## src/design/fetchPkg.sv

```systemverilog
package fetchPkg;

    //////////////////////////////////////////////////////////////////////
    // sizes
    //////////////////////////////////////////////////////////////////////
    localparam int wordWidth   = 32;                // instruction word
    localparam int memDepth    = 32;                // words in the instruction memory
    localparam int addrWidth   = $clog2(memDepth);  // word address, 5 bits
    localparam int opcodeWidth = 6;                 // major opcode field, word[31:26]

    //////////////////////////////////////////////////////////////////////
    // opcodes and classes
    //////////////////////////////////////////////////////////////////////
    typedef enum logic [opcodeWidth-1:0] {
        rType  = 6'b000000,  // funct field selects the alu op
        addi   = 6'b001000,
        lw     = 6'b100011,
        sw     = 6'b101011,
        beq    = 6'b000100,  // classified only, never taken here
        jmp    = 6'b000010,  // target in the low bits
        haltOp = 6'b111111
    } opcodeE;

    typedef enum logic [2:0] {
        classAlu,
        classLoad,
        classStore,
        classBranch,
        classJump,
        classHalt,
        classUnknown
    } instrClassE;

    typedef enum logic [1:0] {
        stIdle,    // debug loading allowed
        stRun,     // fetching
        stHalted   // stopped on a halt word, loading allowed again
    } fetchStateE;

    // halt opcode, all other fields zero
    localparam logic [wordWidth-1:0] haltWord = {haltOp, {(wordWidth-opcodeWidth){1'b0}}};

    // opcode class of a fetched word
    function automatic instrClassE classOf(input logic [wordWidth-1:0] word);
        opcodeE op;
        op = opcodeE'(word[wordWidth-1 -: opcodeWidth]);
        case (op)
            rType, addi: classOf = classAlu;
            lw:          classOf = classLoad;
            sw:          classOf = classStore;
            beq:         classOf = classBranch;
            jmp:         classOf = classJump;
            haltOp:      classOf = classHalt;
            default:     classOf = classUnknown;  // anything not listed above
        endcase
    endfunction

endpackage

```

## src/design/decodeIf.sv

```systemverilog
// decoded flags from the decode stage
// flags qualify the word currently held in the decode register
interface decodeIf;

    logic                           isJump;     // jmp opcode
    logic                           isHalt;     // halt opcode
    logic [fetchPkg::addrWidth-1:0] jumpTarget; // low bits of the word
    logic                           decValid;   // word is live, not squashed

    modport decoder (
        output isJump,
        output isHalt,
        output jumpTarget,
        output decValid
    );

    // fsm only needs the redirect and stop flags
    modport control (
        input isJump,
        input isHalt,
        input decValid
    );

    modport pcSide (
        input isJump,
        input jumpTarget,
        input decValid
    );

endinterface

```

## src/design/memPortIf.sv

```systemverilog
// single port into the instruction memory
// write and read share addr, a write leaves rdData untouched
interface memPortIf;

    logic [fetchPkg::addrWidth-1:0] addr;   // word address
    logic                           wrEn;   // write instead of read at the falling edge
    logic [fetchPkg::wordWidth-1:0] wrData; // word to store
    logic [fetchPkg::wordWidth-1:0] rdData; // registered read word

    // fetch controller side
    modport master (
        output addr,
        output wrEn,
        output wrData,
        input  rdData
    );

    // memory side
    modport memory (
        input  addr,
        input  wrEn,
        input  wrData,
        output rdData
    );

endinterface

```

## src/design/fetchControl.sv

```systemverilog
module fetchControl (
    input  logic                           clk,
    input  logic                           rst,
    input  logic                           loadEn,    // debug write request
    input  logic [fetchPkg::addrWidth-1:0] loadAddr,
    input  logic [fetchPkg::wordWidth-1:0] loadData,
    input  logic                           runStart,  // pulse, run from word 0
    input  logic [fetchPkg::addrWidth-1:0] pc,
    decodeIf.control                       dec,
    memPortIf.master                       mem,
    output logic                           clear,
    output logic                           advance,
    output logic                           issue,
    output logic                           halted
);

    fetchPkg::fetchStateE state;
    fetchPkg::fetchStateE nextState;

    logic                           stopped;    // idle or halted, debug owns memory
    logic                           startReq;   // accepted start
    logic                           haltSeen;   // live halt in decode
    logic                           jumpSeen;   // live jump in decode
    logic                           ldWr;       // registered load strobe
    logic [fetchPkg::addrWidth-1:0] ldAddr;
    logic [fetchPkg::wordWidth-1:0] ldData;

    assign stopped  = (state != fetchPkg::stRun);
    assign startReq = stopped && runStart;
    assign haltSeen = dec.decValid && dec.isHalt;
    assign jumpSeen = dec.decValid && dec.isJump;

    //////////////////////////////////////////////////////////////////////
    // state machine
    //////////////////////////////////////////////////////////////////////
    always_comb
    begin
        nextState = state;
        case (state)
            fetchPkg::stIdle,
            fetchPkg::stHalted:
                if (runStart)
                    nextState = fetchPkg::stRun;
            fetchPkg::stRun:
                if (haltSeen)
                    nextState = fetchPkg::stHalted;  // halt word already reported
            default:
                nextState = fetchPkg::stIdle;
        endcase
    end

    always_ff @(posedge clk)
    begin
        if (rst)
            state <= fetchPkg::stIdle;
        else
            state <= nextState;
    end

    //////////////////////////////////////////////////////////////////////
    // debug load path
    //////////////////////////////////////////////////////////////////////
    // sampled on the rising edge, memory writes on the falling edge after
    // a load that arrives with a start is dropped, the run owns the port
    always_ff @(posedge clk)
    begin
        if (rst)
            ldWr <= 1'b0;
        else
            ldWr <= loadEn && stopped && !runStart;
    end

    always_ff @(posedge clk)
    begin
        ldAddr <= loadAddr;
        ldData <= loadData;
    end

    // memory port steering
    assign mem.addr   = stopped ? ldAddr : pc;  // pc owns the port while running
    assign mem.wrEn   = ldWr;
    assign mem.wrData = ldData;

    // pc and decode controls
    assign clear   = startReq;
    assign advance = !stopped;
    assign issue   = !stopped && !(jumpSeen || haltSeen);  // stale word behind redirect
    assign halted  = (state == fetchPkg::stHalted);

    // no debug write may land while the pipeline is fetching
    noWriteInRun: assert property (
        @(negedge clk) disable iff (rst)
        (state == fetchPkg::stRun) |-> !mem.wrEn
    )
    else
        $error("fetchControl: memory write during run");

endmodule

```

## src/design/fetchUnit.sv

```systemverilog
module fetchUnit (
    input  logic                           clk,
    input  logic                           rst,
    input  logic                           loadEn,
    input  logic [fetchPkg::addrWidth-1:0] loadAddr,
    input  logic [fetchPkg::wordWidth-1:0] loadData,
    input  logic                           runStart,
    output logic                           instrValid,
    output logic [fetchPkg::wordWidth-1:0] instr,
    output logic [fetchPkg::addrWidth-1:0] instrPc,
    output fetchPkg::instrClassE           instrClass,
    output logic                           halted
);

    logic                           clear;    // pc to 0
    logic                           advance;  // pc step
    logic                           issue;    // tag of the word being read
    logic [fetchPkg::addrWidth-1:0] pc;

    //////////////////////////////////////////////////////////////////////
    // internal bundles
    //////////////////////////////////////////////////////////////////////
    memPortIf memPort ();
    decodeIf  decBus ();

    //////////////////////////////////////////////////////////////////////
    // blocks
    //////////////////////////////////////////////////////////////////////
    fetchControl fetchControl_inst (
        .clk      (clk),
        .rst      (rst),
        .loadEn   (loadEn),
        .loadAddr (loadAddr),
        .loadData (loadData),
        .runStart (runStart),
        .pc       (pc),
        .dec      (decBus.control),
        .mem      (memPort.master),
        .clear    (clear),
        .advance  (advance),
        .issue    (issue),
        .halted   (halted)
    );

    instructionMemory instructionMemory_inst (
        .clk (clk),
        .rst (rst),
        .mem (memPort.memory)
    );

    programCounter programCounter_inst (
        .clk     (clk),
        .rst     (rst),
        .clear   (clear),
        .advance (advance),
        .dec     (decBus.pcSide),
        .pc      (pc)
    );

    // read word and the pc it came from enter decode together
    instructionDecode instructionDecode_inst (
        .clk        (clk),
        .rst        (rst),
        .word       (memPort.rdData),
        .fetchPc    (pc),
        .issue      (issue),
        .dec        (decBus.decoder),
        .instr      (instr),
        .instrPc    (instrPc),
        .instrClass (instrClass)
    );

    assign instrValid = decBus.decValid;  // squashed words stay invisible

endmodule

```

## src/design/instructionDecode.sv

```systemverilog
module instructionDecode (
    input  logic                           clk,
    input  logic                           rst,
    input  logic [fetchPkg::wordWidth-1:0] word,     // read data from memory
    input  logic [fetchPkg::addrWidth-1:0] fetchPc,  // address that word came from
    input  logic                           issue,    // low squashes the word
    decodeIf.decoder                       dec,
    output logic [fetchPkg::wordWidth-1:0] instr,
    output logic [fetchPkg::addrWidth-1:0] instrPc,
    output fetchPkg::instrClassE           instrClass
);

    logic [fetchPkg::opcodeWidth-1:0] opcode;  // major opcode of the incoming word

    assign opcode = word[fetchPkg::wordWidth-1 -: fetchPkg::opcodeWidth];

    //////////////////////////////////////////////////////////////////////
    // control flags
    //////////////////////////////////////////////////////////////////////
    always_ff @(posedge clk)
    begin
        if (rst)
        begin
            dec.decValid <= 1'b0;
            dec.isJump   <= 1'b0;
            dec.isHalt   <= 1'b0;
        end
        else
        begin
            dec.decValid <= issue;                     // squashed words keep 0
            dec.isJump   <= (opcode == fetchPkg::jmp);
            dec.isHalt   <= (opcode == fetchPkg::haltOp);
        end
    end

    //////////////////////////////////////////////////////////////////////
    // payload
    //////////////////////////////////////////////////////////////////////
    // word, address and class move together every cycle
    always_ff @(posedge clk)
    begin
        instr      <= word;
        instrPc    <= fetchPc;  // pc one stage late to line up with word
        instrClass <= fetchPkg::classOf(word);
    end

    // jump target is the low address bits of the word
    assign dec.jumpTarget = instr[fetchPkg::addrWidth-1:0];

    //////////////////////////////////////////////////////////////////////
    // checks
    //////////////////////////////////////////////////////////////////////

    flagsExclusive: assert property (
        @(posedge clk) disable iff (rst)
        !(dec.isJump && dec.isHalt)
    )
    else
        $error("instructionDecode: jump and halt flagged together");

endmodule

```

## src/design/instructionMemory.sv

```systemverilog
module instructionMemory (
    input logic      clk,
    input logic      rst,
    memPortIf.memory mem
);

    //////////////////////////////////////////////////////////////////////
    // storage
    //////////////////////////////////////////////////////////////////////
    logic [fetchPkg::wordWidth-1:0] storage [fetchPkg::memDepth];

    // everything happens on the falling edge
    // so the pc set up at the rising edge is stable by then
    always_ff @(negedge clk)
    begin
        if (rst)
        begin
            // debug unit expects a blank image after reset
            for (int i = 0; i < fetchPkg::memDepth; i++)
            begin
                storage[i] <= '0;
            end
            mem.rdData <= '0;
        end
        else if (mem.wrEn)
        begin
            storage[mem.addr] <= mem.wrData;  // debug write, read word held
        end
        else
        begin
            mem.rdData <= storage[mem.addr];  // fetch read
        end
    end

    //////////////////////////////////////////////////////////////////////
    // checks
    //////////////////////////////////////////////////////////////////////

    // address from either the pc or the load port must hit a real word
    addrInRange: assert property (
        @(negedge clk) disable iff (rst)
        !$isunknown(mem.addr) && (int'(mem.addr) < fetchPkg::memDepth)
    )
    else
        $error("instructionMemory: address %0d out of range", mem.addr);

    // a write strobe never carries unknown data into the image
    wrDataKnown: assert property (
        @(negedge clk) disable iff (rst)
        mem.wrEn |-> !$isunknown(mem.wrData)
    )
    else
        $error("instructionMemory: write of unknown data at %0d", mem.addr);

endmodule

```

## src/design/programCounter.sv

```systemverilog
module programCounter (
    input  logic                           clk,
    input  logic                           rst,
    input  logic                           clear,    // start of a run
    input  logic                           advance,  // step to the next word
    decodeIf.pcSide                        dec,
    output logic [fetchPkg::addrWidth-1:0] pc
);

    logic jumpTaken;  // live jump word in decode
    logic atLast;     // pc on the top word

    assign jumpTaken = dec.decValid && dec.isJump;
    assign atLast    = (int'(pc) == fetchPkg::memDepth - 1);

    //////////////////////////////////////////////////////////////////////
    // fetch address
    //////////////////////////////////////////////////////////////////////
    always_ff @(posedge clk)
    begin
        if (rst)
        begin
            pc <= '0;
        end
        else if (clear)
        begin
            pc <= '0;  // every run starts at word 0
        end
        else if (jumpTaken)
        begin
            // redirect lands on the same edge the
            // word behind the jump is squashed
            pc <= dec.jumpTarget;
        end
        else if (advance)
        begin
            if (atLast)
            begin
                pc <= '0;  // wrap past the top of memory
            end
            else
            begin
                pc <= pc + 1'b1;
            end
        end
        // otherwise hold
    end

    //////////////////////////////////////////////////////////////////////
    // checks
    //////////////////////////////////////////////////////////////////////

    // start squashes decode, so a jump can never race the clear
    noClearOnJump: assert property (
        @(posedge clk) disable iff (rst)
        !(clear && jumpTaken)
    )
    else
        $error("programCounter: clear and jump in the same cycle");

endmodule

```

## config.mk

```make
export PLATFORM = sky130hd
export DESIGN_NAME = fetchUnit
export DESIGN_NICKNAME = d
export VERILOG_FILES = /design/src/design/fetchPkg.sv /design/src/design/decodeIf.sv /design/src/design/memPortIf.sv /design/src/design/fetchControl.sv /design/src/design/fetchUnit.sv /design/src/design/instructionDecode.sv /design/src/design/instructionMemory.sv /design/src/design/programCounter.sv
export SDC_FILE = /design/constraint.sdc
export NUM_CORES = 2
export LEC_CHECK = 0
export ABC_AREA = 0
export BUFFER_PORTS_ARGS = -buffer_cell sky130_fd_sc_hd__buf_4
export CAP_MARGIN = 20
export CORE_MARGIN = 5
export CORE_UTILIZATION = 30
export CTS_CLUSTER_SIZE = 20
export DETAILED_ROUTE_END_ITERATION = 8
export PLACE_DENSITY = 0.49
export SETUP_SLACK_MARGIN = 0.3
export SLEW_MARGIN = 20
export SYNTH_ARGS = -nofsm -noshare
export SYNTH_HDL_FRONTEND = slang
export SYNTH_HIERARCHICAL = 1
export SYNTH_SLANG_ARGS = --single-unit
export TNS_END_PERCENT = 10
```

## constraint.sdc

```tcl
create_clock -name clk -period 5.8 [get_ports clk]
set_input_delay 0.29 -clock clk [delete_from_list [all_inputs] [get_ports clk]]
set_output_delay 0.29 -clock clk [all_outputs]
set_load 0.01 [all_outputs]
```

==> results.ini <==
[routing]
drt_iter0_drc = 3819
dr.pass1.iters = 7
drt-total-wl_um = 193000
routed_via_density = 4.950
ant_nets = 0
drc = 2
via_count = 34690
routedWlPerCell_um = 27.54

[floorplanning]
core_area_sq_um = 164400
io_pins = 83
die_x_um = 416.0
rows = 149
die_h_um = 416.0
die_area_sq_um = 173100
initial_core_util_pct = 30.07

[timing]
setup_ws_ns = 0.1404
hold_viol_final = 0
whs_ns = 0.1393
report.final.slew_viol_count = 0
worstMarginPinSlew_ns = 1.171
rsz0062_at_grt = yes
relSlewSlack_pct = 21.81
finalSetupViolations = 0
skew_ns = 0.04936

[global_route]
antenna_found_initial = 21
grt_max_degree = 43
grt_pass1_wl_um = 260100
grt_usage_pct = 21.22
grt_pass1_vias = 36300
grt.overflow.total = 0

[synth]
yosys-top-cells-area = edfxtp_1 (62%), and2_1 (13%), mux4_2 (8.6%), dfxtp_1 (4.9%), mux2i_1 (2.7%)
syn-instance-count = 3257
avgSynthCellArea_sq_um = 15.18
async_flop_share_pct = 0
yosysWarnings = 6
ys_seq_area_share_pct = 67.04
syn_nets = 3300
synth_edf_count = 1024
syn-cell-area_sq_um = 49450
yosys.area.top_type = edfxtp_1
synth_top_area_share_pct = 62.18
ys_ff_latch = 1144
synthFlopType = edfxtp_1
synth.distinct_cells = 62

[clocking]
cts_root_buffer = clkbuf_16
cts_sinks = 1144
numCtsBuffers = 136
cts_max_level = 4
clk_latency_ns = 0.80
path_clk_slew_ns = 0.06
cts_max_path_buffers = 3
cts_tree = done

[job]
cap_viol_max_count = 0

[status]
status = complete, but fails checks
violations = DRC

[placement]
io_buffers = 82
pre_cts_slack_ns = -0.2147
hpwl_um = 106000
gp_congestion = 0.7912

[critical_path]
crit_path_start_kind = register
crit_path_end_kind = register
critPathRequiredTime_ns = 3.36
worstSetupPathType = reg -> reg
timing.rr.start = fetchControl_inst/state[1]
r2r_cells = 13
worstPathMaxFanout = 7
rrSetupSlack_ns = 0.14
rr_endpoint = instructionMemory_inst/storage[1][20]
cp_data_arrival_time_ns = 3.22

[layout]
layout-drive-gt1-share_pct = 23.39
syn_to_final_growth_pct = 37.34
nNetsFinal = 4745

[worst_hold_path]
whs_path_depth = 2
hold_start = loadData[3]
worstHoldEndpoint = fetchControl_inst/mem.wrData[3]
hold_path_class = in -> reg

[pwr]
vdd_drop_max_v = 0.0003104
p_per_area_nw_per_um2 = 345.2
p_leak_nw = 29.10

-- synthesized netlist by cell type (all sizes together), types with 4 or more instances --
| master | count |
|---|---|
| and2 | 1024 |
| edfxtp | 1024 |
| clkbuf | 213 |
| mux4 | 189 |
| mux2i | 134 |
| dfxtp | 120 |
| buf | 105 |
| o21ai | 68 |
| a22oi | 62 |
| o22ai | 61 |
| nor2 | 45 |
| a31oi | 34 |
| nor4 | 31 |
| a22o | 30 |
| nand2 | 25 |
| inv | 8 |
| nand3 | 7 |
| and3 | 5 |
| nand4b | 4 |
| nand4bb | 4 |
| nor3b | 4 |
| or4 | 4 |
| or4b | 4 |
-- timing repair --
action,4_1_cts,5_1_grt
hold buffers,40,0
endpoints found under the hold margin,48,0
gates resized for setup,102,84
pin swaps,14,23
endpoints found under the setup margin,1947,1132
cloned,14,21
buffers inserted,56,65
-- cell families (layout without fill, tap and decap cells) --
family | Yosys count | in the layout | synth area share [%]
and+or+nand+nor | 1181 | 1182 | 14.85
muxes | 326 | 326 | 11.39
other | 0 | 6 | 0
adders and majority gates | 2 | 2 | 0.05060
DFF | 1144 | 1144 | 67.04
buffers and inverters | 327 | 1882 | 2.917
AOI/OAI and AO/OA | 277 | 277 | 3.750
-- state kept, by name (all words and copies together), names as in the netlist --
signal	flops
fetchControl_inst/state	2
instructionDecode_inst/instrPc	5
instructionDecode_inst/instr	32
fetchControl_inst/mem.wrEn	1
instructionDecode_inst/dec.isHalt	1
instructionMemory_inst/mem.rdData	32
instructionDecode_inst/instrClass	3
instructionMemory_inst/storage	1024
instructionDecode_inst/dec.decValid	1
fetchControl_inst/mem.wrData	32
programCounter_inst/pc	5
instructionDecode_inst/dec.isJump	1
fetchControl_inst/ldAddr	5
-- worst max path at each step --
| stage | start | slack, ns | endpoint | cells after the start |
|---|---|---|---|---|
| 2_1_floorplan | fetchControl_inst/state[1] | 0.29 | instructionMemory_inst/storage[10][0] | 9 |
| 3_3_place_gp | fetchControl_inst/state[1] | -0.15 | instructionMemory_inst/mem.rdData[0] | 9 |
| 3_5_place_dp | fetchControl_inst/state[1] | -0.21 | instructionMemory_inst/mem.rdData[0] | 10 |
| 4_1_cts | fetchControl_inst/state[1] | 0.22 | instructionMemory_inst/storage[13][22] | 14 |
| 5_1_grt | fetchControl_inst/state[1] | 0.12 | instructionMemory_inst/storage[1][2] | 13 |
| 6_report | fetchControl_inst/state[1] | 0.14 | instructionMemory_inst/storage[1][20] | 13 |
-- area by class of cell --
class                      instances  area (sq um)
multi-input combinational       1787         16050
fill                           15380         96520
timing repair buffer             569          7272
clock inverter                  1163          5106
sequential                      1144         33170
tap                             2189          2739
antenna                            6         15.01
clock buffer                     142          3521
inverter                           8         42.54
-- power breakdown --
part / internal, W / leakage, nW / switching, W / total [W]
sequential: 0.00934 / 11.6 / 0.000231 / 0.00957
combinational: 0.000905 / 9.60 / 0.00107 / 0.00197
clock: 0.00624 / 7.94 / 0.00565 / 0.0119
-- per-stage QoR --
| step | total power, W | utilization (%) | cells | cell area (sq um) | TNS [ns] |
|---|---|---|---|---|---|
| after floorplan | 0.01148 | - | 3257 | 49850 | 0 |
| after global placement | 0.01238 | 34.02 | 5501 | 55940 | -0.1675 |
| after detailed placement | 0.01238 | 34.02 | 5501 | 55940 | -0.2884 |
| after CTS | 0.02354 | 40.38 | 6915 | 66390 | 0 |
| after global routing | 0.02472 | 41.29 | 7002 | 67900 | 0 |
| final | 0.02344 | 41.30 | 7008 | 67910 | 0 |
-- placed cells by master (no fill, tap or decap), types with 17 or more instances in the layout --
cell type,n
mux4_2,189
buf_6,24
clkbuf_16,157
buf_4,301
a31oi_1,33
a22oi_1,56
mux2i_1,127
o22ai_1,43
dlygate4sd3_1,40
clkinvlp_2,23
bufinv_16,18
nor4_2,17
dfxtp_1,107
and2_1,1014
o21ai_0,36
inv_1,1078
nor2_4,32
o21ai_4,32
buf_16,23
edfxtp_1,1024
buf_12,152
a22o_1,30
-- critical path, stage by stage, from the launching register on --
cell       delay, ns
dfxtp_2         0.33
nand2b_4        0.16
buf_6           0.14
nand2_8         0.08
nand2_8         0.09
buf_12          0.11
inv_4           0.03
or4_4           0.51
buf_12          0.17
buf_12          0.14
buf_8           0.13
o21ai_4         0.16
buf_12          0.17
clkbuf_16       0.20
-- routing by layer --
| layer | wire length (um) | share of wire (%) | global-route usage [%] |
|---|---|---|---|
| met1 | 79350 | 41 | 27.38 |
| met2 | 92480 | 48 | 33.88 |
| met3 | 15360 | 8.0 | 5.787 |
| met4 | 5753 | 3.0 | 8.717 |
| met5 | 69 | 0.036 | 0 |
No activity file was read; power rests on OpenSTA's default activity.
